<file path="src/hdl/ps2_settings.svh">
`ifndef PS2_SETTINGS_SVH
`define PS2_SETTINGS_SVH

// clk cycles of clock-low for a send request or post-frame inhibit
`define PS2_HOLD_CYCLES 200

`define PS2_TIMEOUT_CYCLES 200  // max gap between device falling edges
`define PS2_FILTER_DEPTH 3      // equal samples before a line level is taken

`define PS2_RX_BITS 11  // start, 8 data, parity, stop
`define PS2_TX_BITS 10  // stop bit not shifted

`endif

</file>
<file path="src/hdl/ps2_pkg.sv">
`default_nettype none

package ps2_pkg;

	typedef logic [7:0] ps2_byte_t;  // one byte as carried in a frame

	typedef logic [7:0] key_code_t;  // scan code with prefixes removed

	// frame engine states, encoded in reference order
	typedef enum logic [3:0] {
		hs_delay   = 4'd0,   // clock held low after a frame or reset
		hs_idle    = 4'd1,
		hs_tx_req  = 4'd2,   // clock held low to request a send
		hs_tx      = 4'd3,
		hs_tx_ack  = 4'd4,   // waiting for device ack bit
		hs_rx      = 4'd5,
		hs_rx_chk  = 4'd6,   // start, parity and stop check
		hs_tx_err  = 4'd7,
		hs_rx_err  = 4'd8,
		hs_tx_done = 4'd9,
		hs_rx_done = 4'd10
	} host_state_e;

endpackage

`default_nettype wire

</file>
<file path="src/hdl/ps2_host.sv">
`timescale 1ns/1ns
`default_nettype none
`include "ps2_settings.svh"

module ps2_host (
	input  wire                clk,
	input  wire                rst,
	input  wire                tx_en,
	input  wire ps2_pkg::ps2_byte_t tx_data,
	input  wire                rx_en,
	input  wire                ps2_clk_f,
	input  wire                ps2_dat_f,
	input  wire                clk_fall,
	output ps2_pkg::ps2_byte_t rx_data,
	output logic               tx_busy,
	output logic               rx_busy,
	output logic               tx_ack,
	output logic               rx_ack,
	output logic               tx_err,
	output logic               rx_err,
	output logic               clk_hold,
	output logic               dat_pull
);

	localparam int cnt_max = (`PS2_HOLD_CYCLES > `PS2_TIMEOUT_CYCLES) ?
		`PS2_HOLD_CYCLES : `PS2_TIMEOUT_CYCLES;
	localparam int cnt_w = $clog2(cnt_max + 1);

	ps2_pkg::host_state_e state;
	ps2_pkg::host_state_e state_nxt;

	logic [cnt_w-1:0] cnt;  // hold length or gap since last device edge
	logic [3:0] bit_cnt;
	logic [9:0] tx_buf;     // start, data, parity
	logic [10:0] rx_buf;
	logic rx_start;
	logic edge_timed;
	logic tx_wait;
	logic timeout;
	logic rx_ok;

	assign rx_start = rx_en && clk_fall;
	assign edge_timed = (state == ps2_pkg::hs_tx) || (state == ps2_pkg::hs_tx_ack) ||
		(state == ps2_pkg::hs_rx);
	// our own request hold is still draining out of the filtered clock
	assign tx_wait = (state == ps2_pkg::hs_tx) && (bit_cnt == 4'd0) && !ps2_clk_f;
	assign timeout = (cnt == cnt_w'(`PS2_TIMEOUT_CYCLES - 1));
	assign rx_ok = !rx_buf[0] && (^rx_buf[9:1]) && rx_buf[10];

	always_comb begin
		state_nxt = state;
		case (state)
			ps2_pkg::hs_delay: begin
				if (cnt == cnt_w'(`PS2_HOLD_CYCLES))
					state_nxt = ps2_pkg::hs_idle;
			end
			ps2_pkg::hs_idle: begin
				if (tx_en)
					state_nxt = ps2_pkg::hs_tx_req;  // send wins over receive
				else if (rx_start)
					state_nxt = ps2_pkg::hs_rx;
			end
			ps2_pkg::hs_tx_req: begin
				if (cnt == cnt_w'(`PS2_HOLD_CYCLES - 1))
					state_nxt = ps2_pkg::hs_tx;
			end
			ps2_pkg::hs_tx: begin
				if (bit_cnt == 4'(`PS2_TX_BITS))
					state_nxt = ps2_pkg::hs_tx_ack;
				else if (timeout)
					state_nxt = ps2_pkg::hs_tx_err;
			end
			ps2_pkg::hs_tx_ack: begin
				if (clk_fall)
					state_nxt = ps2_dat_f ? ps2_pkg::hs_tx_err : ps2_pkg::hs_tx_done;
				else if (timeout)
					state_nxt = ps2_pkg::hs_tx_err;
			end
			ps2_pkg::hs_rx: begin
				if (bit_cnt == 4'(`PS2_RX_BITS))
					state_nxt = ps2_pkg::hs_rx_chk;
				else if (timeout)
					state_nxt = ps2_pkg::hs_rx_err;
			end
			ps2_pkg::hs_rx_chk: begin
				state_nxt = rx_ok ? ps2_pkg::hs_rx_done : ps2_pkg::hs_rx_err;
			end
			default: begin
				state_nxt = ps2_pkg::hs_delay;  // result states, one cycle each
			end
		endcase
	end

	always_ff @(posedge clk) begin
		if (rst) begin
			state <= ps2_pkg::hs_delay;
			cnt <= '0;
			bit_cnt <= 4'd0;
		end else begin
			state <= state_nxt;
			if (state_nxt != state || state == ps2_pkg::hs_idle || tx_wait)
				cnt <= '0;
			else if (clk_fall && edge_timed)
				cnt <= '0;
			else
				cnt <= cnt + 1'b1;
			if (state == ps2_pkg::hs_idle)
				bit_cnt <= (rx_start && !tx_en) ? 4'd1 : 4'd0;  // start bit taken here
			else if (clk_fall && (state == ps2_pkg::hs_tx || state == ps2_pkg::hs_rx))
				bit_cnt <= bit_cnt + 4'd1;
		end
	end

	always_ff @(posedge clk) begin
		if (state == ps2_pkg::hs_idle && tx_en)
			tx_buf <= {~(^tx_data), tx_data, 1'b0};  // odd parity
		else if (state == ps2_pkg::hs_tx && clk_fall)
			tx_buf <= {1'b1, tx_buf[9:1]};
		if (clk_fall && (state == ps2_pkg::hs_rx || (state == ps2_pkg::hs_idle && rx_en)))
			rx_buf <= {ps2_dat_f, rx_buf[10:1]};  // LSB first
	end

	assign rx_data = rx_buf[8:1];

	assign tx_busy = (state == ps2_pkg::hs_tx_req) || (state == ps2_pkg::hs_tx) ||
		(state == ps2_pkg::hs_tx_ack);
	assign rx_busy = (state == ps2_pkg::hs_rx) || (state == ps2_pkg::hs_rx_chk);
	assign tx_ack = (state == ps2_pkg::hs_tx_done);
	assign rx_ack = (state == ps2_pkg::hs_rx_done);
	assign tx_err = (state == ps2_pkg::hs_tx_err);
	assign rx_err = (state == ps2_pkg::hs_rx_err);

	// idle with receive off keeps the device inhibited
	assign clk_hold = (state == ps2_pkg::hs_delay) || (state == ps2_pkg::hs_tx_req) ||
		(state == ps2_pkg::hs_idle && !rx_en);
	assign dat_pull = (state == ps2_pkg::hs_tx) && !tx_buf[0];

endmodule

`default_nettype wire

</file>
<file path="src/hdl/ps2_keyboard_port.sv">
`timescale 1ns/1ns
`default_nettype none

module ps2_keyboard_port (
	input  wire                     clk,
	input  wire                     rst,
	input  wire                     tx_en_i,
	input  wire ps2_pkg::ps2_byte_t tx_data_i,
	input  wire                     rx_en_i,
	input  wire                     ps2_clk_i,
	input  wire                     ps2_dat_i,
	output logic                    key_valid_o,
	output ps2_pkg::key_code_t      key_code_o,
	output logic                    key_release_o,
	output logic                    key_extended_o,
	output ps2_pkg::ps2_byte_t      rx_data_o,
	output logic                    rx_ack_o,
	output logic                    tx_busy_o,
	output logic                    rx_busy_o,
	output logic                    tx_ack_o,
	output logic                    tx_err_o,
	output logic                    rx_err_o,
	output logic                    ps2_clk_oe_o,
	output logic                    ps2_dat_oe_o
);

	logic ps2_clk_f;
	logic ps2_dat_f;
	logic clk_fall;

	ps2_line_sync u_line_sync (
		.clk       (clk),
		.rst       (rst),
		.ps2_clk_i (ps2_clk_i),
		.ps2_dat_i (ps2_dat_i),
		.ps2_clk_f (ps2_clk_f),
		.ps2_dat_f (ps2_dat_f),
		.clk_fall  (clk_fall)
	);

	ps2_host u_host (
		.clk       (clk),
		.rst       (rst),
		.tx_en     (tx_en_i),
		.tx_data   (tx_data_i),
		.rx_en     (rx_en_i),
		.ps2_clk_f (ps2_clk_f),
		.ps2_dat_f (ps2_dat_f),
		.clk_fall  (clk_fall),
		.rx_data   (rx_data_o),
		.tx_busy   (tx_busy_o),
		.rx_busy   (rx_busy_o),
		.tx_ack    (tx_ack_o),
		.rx_ack    (rx_ack_o),
		.tx_err    (tx_err_o),
		.rx_err    (rx_err_o),
		.clk_hold  (ps2_clk_oe_o),
		.dat_pull  (ps2_dat_oe_o)
	);

	ps2_scan_decoder u_scan_decoder (
		.clk          (clk),
		.rst          (rst),
		.rx_data      (rx_data_o),
		.rx_ack       (rx_ack_o),
		.rx_err       (rx_err_o),
		.key_valid    (key_valid_o),
		.key_code     (key_code_o),
		.key_release  (key_release_o),
		.key_extended (key_extended_o)
	);

endmodule

`default_nettype wire

</file>
<file path="src/hdl/ps2_line_sync.sv">
`timescale 1ns/1ns
`default_nettype none
`include "ps2_settings.svh"

module ps2_line_sync (
	input  wire  clk,
	input  wire  rst,
	input  wire  ps2_clk_i,
	input  wire  ps2_dat_i,
	output logic ps2_clk_f,
	output logic ps2_dat_f,
	output logic clk_fall
);

	localparam int filt_w = $clog2(`PS2_FILTER_DEPTH + 1);

	logic [1:0] sync_a;  // bit 0 clock, bit 1 data
	logic [1:0] sync_b;
	logic [1:0] filt;
	logic [filt_w-1:0] stab_cnt [2];

	always_ff @(posedge clk) begin
		if (rst) begin
			sync_a <= 2'b11;  // idle lines float high
			sync_b <= 2'b11;
			filt <= 2'b11;
			clk_fall <= 1'b0;
			for (int i = 0; i < 2; i++) begin
				stab_cnt[i] <= '0;
			end
		end else begin
			sync_a <= {ps2_dat_i, ps2_clk_i};
			sync_b <= sync_a;
			for (int i = 0; i < 2; i++) begin
				if (sync_b[i] == filt[i]) begin
					stab_cnt[i] <= '0;  // glitch or no change
				end else if (stab_cnt[i] == filt_w'(`PS2_FILTER_DEPTH - 1)) begin
					filt[i] <= sync_b[i];
					stab_cnt[i] <= '0;
				end else begin
					stab_cnt[i] <= stab_cnt[i] + 1'b1;
				end
			end
			// same edge that takes the filtered clock to 0
			clk_fall <= filt[0] && !sync_b[0] &&
				(stab_cnt[0] == filt_w'(`PS2_FILTER_DEPTH - 1));
		end
	end

	assign ps2_clk_f = filt[0];
	assign ps2_dat_f = filt[1];

endmodule

`default_nettype wire

</file>
<file path="src/hdl/ps2_scan_decoder.sv">
`timescale 1ns/1ns
`default_nettype none

module ps2_scan_decoder (
	input  wire                     clk,
	input  wire                     rst,
	input  wire ps2_pkg::ps2_byte_t rx_data,
	input  wire                     rx_ack,
	input  wire                     rx_err,
	output logic                    key_valid,
	output ps2_pkg::key_code_t      key_code,
	output logic                    key_release,
	output logic                    key_extended
);

	localparam ps2_pkg::ps2_byte_t code_ext = 8'hE0;
	localparam ps2_pkg::ps2_byte_t code_brk = 8'hF0;

	logic ext_flag;  // E0 seen since last key
	logic brk_flag;  // F0 seen since last key
	logic is_prefix;
	logic take_key;

	assign is_prefix = (rx_data == code_ext) || (rx_data == code_brk);
	assign take_key = rx_ack && !is_prefix;

	always_ff @(posedge clk) begin
		if (rst) begin
			ext_flag <= 1'b0;
			brk_flag <= 1'b0;
			key_valid <= 1'b0;
		end else begin
			key_valid <= take_key;
			if (rx_err || take_key) begin
				// a lost frame must not leave a prefix for the next key
				ext_flag <= 1'b0;
				brk_flag <= 1'b0;
			end else if (rx_ack) begin
				if (rx_data == code_ext)
					ext_flag <= 1'b1;
				else
					brk_flag <= 1'b1;
			end
		end
	end

	always_ff @(posedge clk) begin
		if (take_key) begin
			key_code <= rx_data;
			key_release <= brk_flag;
			key_extended <= ext_flag;
		end
	end

endmodule

`default_nettype wire

</file>
<file path="config.mk">
export PLATFORM = sky130hd
export DESIGN_NAME = ps2_keyboard_port
export DESIGN_NICKNAME = d
export VERILOG_FILES = /design/src/hdl/ps2_pkg.sv /design/src/hdl/ps2_host.sv /design/src/hdl/ps2_keyboard_port.sv /design/src/hdl/ps2_line_sync.sv /design/src/hdl/ps2_scan_decoder.sv
export VERILOG_INCLUDE_DIRS = /design/src /design/src/hdl
export SDC_FILE = /design/constraint.sdc
export NUM_CORES = 1
export LEC_CHECK = 0
export ABC_AREA = 1
export BUFFER_PORTS_ARGS = -buffer_cell sky130_fd_sc_hd__buf_2
export CAP_MARGIN = 20
export CORE_AREA = 2 2 72 126
export DETAILED_ROUTE_END_ITERATION = 10
export DIE_AREA = 0 0 74 128
export PLACE_DENSITY = 0.48
export SYNTH_ARGS = -nofsm -noshare
export SYNTH_HDL_FRONTEND = slang
export SYNTH_SLANG_ARGS = --single-unit
</file>
<file path="constraint.sdc">
create_clock -name clk -period 2.87 [get_ports clk]
set_input_delay 0.861 -clock clk [delete_from_list [all_inputs] [get_ports clk]]
set_output_delay 0.861 -clock clk [all_outputs]
set_load 0.05 [all_outputs]
</file>
Word level (Yosys, flattened, before mapping)
Memory sizes are Yosys's and may differ from the RTL's.
Cells that the tools add are included.
{"block": "totals", "regBits": 57, "inputBits": 14, "word_cells": 149, "mem_count": 1, "mem_bits_rw": 4, "out_inout_bits": 27}
{"block": "classes", "eq_ne": 21, "n_addsub": 4, "n_bitwise": 10, "n_mux": 47, "n_reduce_logical": 49}
{"memory": "u_line_sync.stab_cnt", "words": 2, "word_bits": 2, "rd": 2, "rd_ports_with_merged_regs": 0, "write_ports": 2, "line_no": "ps2_line_sync.sv:20", "source": "logic [filt_w-1:0] stab_cnt [2];"}
{"operator": "2-to-1 mux 4 bit", "count": 12}
{"operator": "equality test 8 bit (second input constant)", "count": 4}
{"operator": "case mux 4 bit (7 select lines)", "count": 1}
{"operator": "2-to-1 mux 1 bit", "count": 25}
{"operator": "equality test 4 bit (second input constant)", "count": 5}
{"operator": "2-to-1 mux 10 bit", "count": 2}
{"operator": "logical AND 1 bit", "count": 17}
{"operator": "equality test 4 x 3 -> 1 bit (second input constant)", "count": 4}
{"operator": "2-to-1 mux 2 bit", "count": 7}
{"operator": "logical OR 1 bit", "count": 13}
{"operator": "parity 9 bit", "count": 1}
{"operator": "adder 8 x 1 -> 8 bit (second input constant)", "count": 1}
{"operator": "equality test 4 x 2 -> 1 bit (second input constant)", "count": 2}
{"operator": "logical NOT 4 bit", "count": 2}
{"operator": "AND reduction 2 bit", "count": 4}
{"operator": "parity 8 bit", "count": 1}
{"operator": "logical NOT 1 bit", "count": 7}
{"operator": "bitwise OR 1 bit", "count": 6}
{"operator": "adder 2 x 1 -> 2 bit (second input constant)", "count": 2}
{"operator": "adder 4 x 1 -> 4 bit (second input constant)", "count": 1}
{"operator": "equality test 2 bit (second input constant)", "count": 2}
{"operator": "equality test 4 x 1 -> 1 bit (second input constant)", "count": 1}
{"operator": "inequality test 4 bit", "count": 1}
{"operator": "inverter 1 bit", "count": 4}
{"operator": "4 further kinds", "count": 6}

Longest topological paths before layout
Gate-level depths: netlist of the first run.
{"block": "depth", "ltp_word": 9, "mapped_depth": 13, "mapped_depth_nobuf": 13}

Cells and area by module
From an unflattened synthesis of the first run, not the netlist that was laid out.
{"block": "unflattened", "cells_unflattened": 331, "hier_area_um2": 3037.9}
{"mod": "ps2_host", "area_per_inst_um2": 2133.3, "seq_area_each_um2": 940.9, "n_inst": 1, "cells_each": 247}
{"mod": "ps2_scan_decoder", "area_per_inst_um2": 478.0, "seq_area_each_um2": 360.3, "n_inst": 1, "cells_each": 40}
{"mod": "ps2_line_sync", "area_per_inst_um2": 426.7, "seq_area_each_um2": 260.2, "n_inst": 1, "cells_each": 44}

Least setup slack after synthesis of the first run
OpenSTA, ideal clock, no wires.
{"block": "synth_timing", "kind": "input-to-output", "startpoint": "input rx_en_i", "endpoint": "output ps2_clk_oe_o", "arrival_ns": 2.064, "slack_ns": -0.055, "path_buffers": 0, "path_stages": 1, "t_required_ns": 2.009, "path_cell_list": "a211oi_1"}
{"block": "synth_between", "elab_chain_len": 3}
{"element": "start: declaration", "line_no": "ps2_keyboard_port.sv:9", "source": "input wire rx_en_i,"}
{"element": "logical NOT 1 bit", "line_no": "ps2_host.sv:135", "source": "(state == ps2_pkg::hs_idle && !rx_en);"}
{"element": "logical AND 1 bit", "line_no": "ps2_host.sv:135"}
{"element": "logical OR 1 bit", "line_no": "ps2_host.sv:134", "source": "assign clk_hold = (state == ps2_pkg::hs_delay) || (state == ps2_pkg::hs_tx_req) ||"}
{"element": "end: declaration", "line_no": "ps2_keyboard_port.sv:23", "source": "output logic ps2_clk_oe_o,"}
No other way between the ends.

Worst setup path in the final report of the first run
{"block": "layout_timing", "startpoint": "register u_host.state[1]", "endpoint": "output rx_ack_o"}
{"block": "layout_between", "elab_chain_len": 1}
{"element": "start: declaration", "line_no": "ps2_host.sv:29", "source": "ps2_pkg::host_state_e state;"}
{"element": "start signal: assignment", "line_no": "ps2_host.sv:96", "source": "state <= ps2_pkg::hs_delay;"}
{"element": "start signal: assignment", "line_no": "ps2_host.sv:100", "source": "state <= state_nxt;"}
{"element": "equality test 4 bit", "line_no": "ps2_host.sv:129", "source": "assign rx_ack = (state == ps2_pkg::hs_rx_done);"}
{"element": "end: declaration", "line_no": "ps2_keyboard_port.sv:17", "source": "output logic rx_ack_o,"}
No other way between the ends.

==> reports/results.tsv, run 1 <==
metric	value	unit
synthTopCellsByArea	edfxtp_1, dfxtp_1, nor2_1	
wl_per_cell	12.2	um
cp-startpoint	u_host.state[1]	
dieHeight	128	um
critPathMaxFanout	5	
wirelength	5.90	mm
status	completed	
place_congestion	0.848	
synth_commonest_cells	nor2_1, nand2_1, inv_1	
max_stage_delay	420	ps
cts_setup_buffers	0	
rsz0062_at_grt	false	
synth_warnings	0	
grt_pass1_wl	9.98	mm
yosys.area.top_type	edfxtp_1	
vias_per_cell	4.51	
dieArea	9470	um2
leakage	1.57	nW
synth_cells	314	
clk-insertion-delay-late	330	ps
num_rows	45	
cts_buffer_depth	2	
slowest_stage	dfxtp_1	
grt_util_all_layers	14.3	%
ant_nets	0	
p_per_area	632	nW/um2
r2r_start	u_host.state[1]	
fmax	0.389	GHz
hold_viol_final	0	
fin_area	3550	um2
drive_above_1_share	19.2	%
postCtsHoldBufs	0	
fin_worst_skew	3.96	ps
syn_area	2900	um2
antenna_found_initial	0	
synth_edf_count	34	
syn-mean-instance-area	9.23	um2
diodes	0	
finalSetupViolCount	0	
maxSlewViolCount	0	
drc	0	
yosysTopAreaCellShare	35.2	%
cts_buffers	9	
synth_seq_cells	61	
tns	0	ps
synth_flop_cell	edfxtp_1	
critical_path_class	flop to output port	
start_util	34.1	%
clk_pin_slew	50	ps
overflow	0	
arrival	1710	ps
nets	387	
cts_tree	built	
drt-initial-drc-count	103	
htreeDepth	3	
worstSetupEndpointType	output port	
grt_pass1_vias	2117	
ys_types	31	
min_path_type	flop to flop	
ir_drop	323	uV
grt_max_degree	15	
portBuffers	40	
worstPathCellList	inv_1, nor2_1, inv_1, nor2_1, buf_2	
worstPathRequired	2010	ps
min_from	u_line_sync.sync_a[1]	
dr_total_vias	2175	
yosysMostFrequentCell	nor2_1	
area_growth	22.7	%
placed_area	3200	um2
cp-start-kind	flop	
cts_root_buf	clkbuf_16	
min_period_over_period	89.7	%
cts_resized	0	
yosysSeqAreaShare	53.9	%
die_w	74	um
period_minus_slack	2570	ps
async_reset_ff_share	0	%
first_pass_iters	4	
pin_count	41	
clock_sinks	61	
coreArea	8500	um2
dp_hpwl	4.53	mm
drv_cap	0	
[layout make-up]
| cell class | instances | area, um2 |
|---|---|---|
| Fill cell | 872 | 4950 |
| Sequential cell | 61 | 1560 |
| Multi-Input combinational cell | 206 | 1130 |
| Clock buffer | 12 | 256 |
| Timing Repair Buffer | 41 | 208 |
| Inverter | 41 | 154 |
| Tap cell | 117 | 146 |
| Clock inverter | 4 | 93.8 |
[layer usage]
| layer | GRT usage, % | share of wire [%] | vias up |
|---|---|---|---|
| met1 | 15.5 | 40 | 997 |
| li1 | - | - | 1113 |
| met4 | 8.45 | 2.4 | 0 |
| met3 | 4.40 | 5.2 | 9 |
| met2 | 23.9 | 53 | 56 |
| met5 | 0 | 0 | - |
[flip-flops by register name, summed over array words and instances (netlist names)]
name	cells
u_host.rx_buf	11
u_host.tx_buf	10
u_host.cnt	8
u_scan_decoder.key_code	8
u_host.bit_cnt	4
u_host.state	4
u_line_sync.stab_cnt	4
u_line_sync.filt	2
u_line_sync.sync_a	2
u_line_sync.sync_b	2
u_line_sync.clk_fall	1
u_scan_decoder.brk_flag	1
u_scan_decoder.ext_flag	1
u_scan_decoder.key_extended	1
u_scan_decoder.key_release	1
u_scan_decoder.key_valid	1
[through the flow]
step | utilization (%) | hold slack (ps) | power, mW | setup WS [ps] | instances
after floorplan | - | 389 | 0.995 | 374 | 317
after global placement | 37.7 | 394 | 1.02 | 570 | 466
after detailed placement | 37.7 | 398 | 1.02 | 554 | 466
after CTS | 41.8 | 410 | 2.28 | 289 | 482
after global routing | 41.8 | 446 | 2.33 | 193 | 482
final | 41.8 | 408 | 2.25 | 297 | 482
[critical path, delay by kind of cell (launching register included)]
family | cells | cell delay, ps
flip-flops | 1 | 420
buffers and inverters | 3 | 530
AND/OR/NAND/NOR | 2 | 440
[cell families after synthesis]
family / share of synthesized area [%]
and+or+nand+nor: 19.6
AOI/OAI and AO/OA: 8.07
xor gates and xnor gates: 5.14
adders and majority gates: 5.61
other: 0.129
buffers and inverters: 7.51
DFF: 53.9
[final timing paths]
path / depth (start not counted) / slack [ps] / endpoint
max: 5 / 300 / rx_ack_o
min: 1 / 410 / u_line_sync.sync_b[1]
max reg2reg: 7 / 830 / u_scan_decoder.key_code[1]
min reg2reg: 1 / 410 / u_line_sync.sync_b[1]
[cell usage in the layout (no fill, tap or decap), types with 3 or more instances in the layout]
cell type,instances
nor2_2,3
xor2_1,7
buf_2,40
nand2_1,50
edfxtp_1,34
or2_2,4
a21oi_1,13
nor3_1,4
nand3_1,16
ha_1,13
clkinv_1,3
clkbuf_16,9
bufinv_16,3
nor2_1,53
nand2_2,4
inv_1,37
o21ai_0,6
conb_1,4
dfxtp_1,27
xnor2_1,10
a22o_1,8
[report_power, final]
group / total [mW] / leakage (nW) / internal, mW / switching [mW]
clock: 1.25 / 0.170 / 0.891 / 0.354
combinational: 0.0643 / 0.853 / 0.0305 / 0.0338
sequential: 0.936 / 0.547 / 0.928 / 0.00795
Power figures use the tool's default switching activity.
==> run 2, diff against run 1 <==
--- a/config.mk
+++ b/config.mk
@@ -9,10 +9,10 @@
 export ABC_AREA = 1
 export BUFFER_PORTS_ARGS = -buffer_cell sky130_fd_sc_hd__buf_2
 export CAP_MARGIN = 20
-export CORE_AREA = 2 2 72 126
+export CORE_AREA = 2 2 61 106
 export DETAILED_ROUTE_END_ITERATION = 10
-export DIE_AREA = 0 0 74 128
-export PLACE_DENSITY = 0.48
+export DIE_AREA = 0 0 63 108
+export PLACE_DENSITY = 0.65
 export SYNTH_ARGS = -nofsm -noshare
 export SYNTH_HDL_FRONTEND = slang
 export SYNTH_SLANG_ARGS = --single-unit
==> run 2 against run 1 <==
Critical path depth is 2 higher; die area fell by 28%; sequential power hardly changed; highest routed layer unchanged; via count up 1.3%; critical endpoint is now rx_busy_o; critical path type unchanged; largest power group is now sequential cells; wire length shrank 6.4%; non-clock buffer count is the same; global-route usage increased by 3.9 points; clock skew grew 0.57 ps; first-iteration DRC count rose by 37%.
==> reports/results.tsv, run 2 (same netlist as run 1, synthesis figures left out) <==
metric	value	unit
critPathMaxFanout	5	
period_minus_slack	2510	ps
first_pass_iters	4	
min_path_cells	1	
p_int	1.26	mW
coreArea	5880	um2
dr_total_vias	2204	
mostFrequentLayoutCells	nor2_1, nand2_1, buf_2, inv_1, edfxtp_1	
arrival	1650	ps
worstPathCellList	inv_1, nor2_1, inv_1, nor2_1, inv_1, nand2_1, buf_2	
whs_endpoint	u_line_sync.sync_b[1]	
portBuffers	40	
regMostFlops	u_host.rx_buf	
clk-insertion-delay-late	350	ps
worstSetupEndpointType	output port	
largest_reg_flops	11	
diodes	0	
comb_power_share	4.0	%
total_power	1.61	mW
cts_tree	built	
swShare	21.7	%
fin_worst_skew	4.53	ps
maxSlewViolCount	0	
nets	387	
die_w	63	um
grt_max_degree	15	
dieArea	6800	um2
status	completed	
drive_above_1_share	18.1	%
ir_drop	198	uV
cp-start-kind	flop	
slowest_stage	dfxtp_1	
r2r_start	u_host.bit_cnt[1]	
power.share.clock	38.1	%
fmax	0.399	GHz
top_regs	u_host.rx_buf x11, u_host.tx_buf x10	
min_from	u_line_sync.sync_a[1]	
dieHeight	108	um
reg2regPathDepth	9	
grt_pass1_wl	9.27	mm
critical_path_class	flop to output port	
place_congestion	0.953	
layout_commonest_cell	nor2_1	
seqPwrFrac	57.9	%
finalSetupViolCount	0	
min_period_over_period	87.4	%
grt_pass1_vias	2084	
drc	0	
worst_path_most_repeated_cell	inv_1	
drv_cap	0	
leakage	1.48	nW
cts_resized	0	
rsz0062_at_grt	false	
dp_hpwl	4.20	mm
pin_count	41	
htreeDepth	3	
start_util	49.3	%
grt_util_all_layers	18.2	%
cts_buffer_depth	2	
antenna_found_initial	0	
wl_per_cell	12.5	um
min_path_type	flop to flop	
ant_nets	0	
clock_sinks	61	
switchingPower	0.350	mW
hold_viol_final	0	
worstPathRequired	2010	ps
tns	0	ps
num_rows	37	
max_stage_delay	400	ps
wirelength	5.52	mm
postCtsHoldBufs	0	
clk_pin_slew	60	ps
cts_setup_buffers	0	
overflow	0	
p_per_area	488	nW/um2
cts_root_buf	clkbuf_8	
cts_buffers	9	
vias_per_cell	4.98	
r2r_setup_slack	860	ps
drt-initial-drc-count	141	
area_growth	14.1	%
worstReg2RegEnd	u_host.cnt[6]	
## run 2: cell count changes in the layout (fill, tap and decap cells not counted)
cell and change:
clkbuf_16 -9, clkbuf_8 +7, bufinv_16 -3, clkbuf_1 +3, clkinv_1 +1, clkinv_2 +1
## run 2: stage by stage
stage	util, %	instance area (um2)	hold slack (ps)	worst slack, ps	std cells
2_1_floorplan	-	2910	389	374	317
3_3_place_gp	53.7	3160	396	552	427
3_5_place_dp	53.7	3160	393	551	427
4_1_cts	56.2	3310	412	351	443
5_1_grt	56.2	3310	415	229	443
6_report	56.2	3310	409	362	443
## run 2: power groups by stage
stage	registers [mW]	clock network [mW]	logic [mW]
final	0.934	0.615	0.0637
after global routing	0.935	0.668	0.0736
after CTS	0.934	0.633	0.0642
after global placement	0.953	0	0.0627
after floorplan	0.950	0	0.0443
after detailed placement	0.953	0	0.0639
## run 2: area by class of cell
class | instances | area [um2]
Fill cell | 548 | 2570
Sequential cell | 61 | 1560
Multi-Input combinational cell | 206 | 1130
Timing Repair Buffer | 41 | 208
Inverter | 41 | 154
Clock buffer | 13 | 139
Tap cell | 78 | 97.6
Clock inverter | 3 | 12.5
## run 2: how the worst max path moves through the flow
stage / start / endpoint / slack (ps) / depth (start not counted)
after CTS: u_host.state[1] / rx_busy_o / 350 / 7
after detailed placement: rx_en_i / ps2_clk_oe_o / 550 / 3
after global placement: rx_en_i / ps2_clk_oe_o / 550 / 3
final: u_host.state[1] / rx_busy_o / 360 / 7
after global routing: u_host.state[1] / rx_busy_o / 230 / 7
after floorplan: u_host.state[3] / tx_ack_o / 370 / 4
## run 2: layer usage
metal  GRT usage (%)  routed length (um)
met1            18.4                2180
met2            31.2                2770
met3            4.27                 283
met4            15.6                 292
met5               0                   0
## run 2: worst max-delay path, delay by kind of cell, from the launching register on
| family | cells | cell delay, ps |
|---|---|---|
| simple gates | 3 | 370 |
| flops | 1 | 400 |
| buf+inv | 4 | 530 |
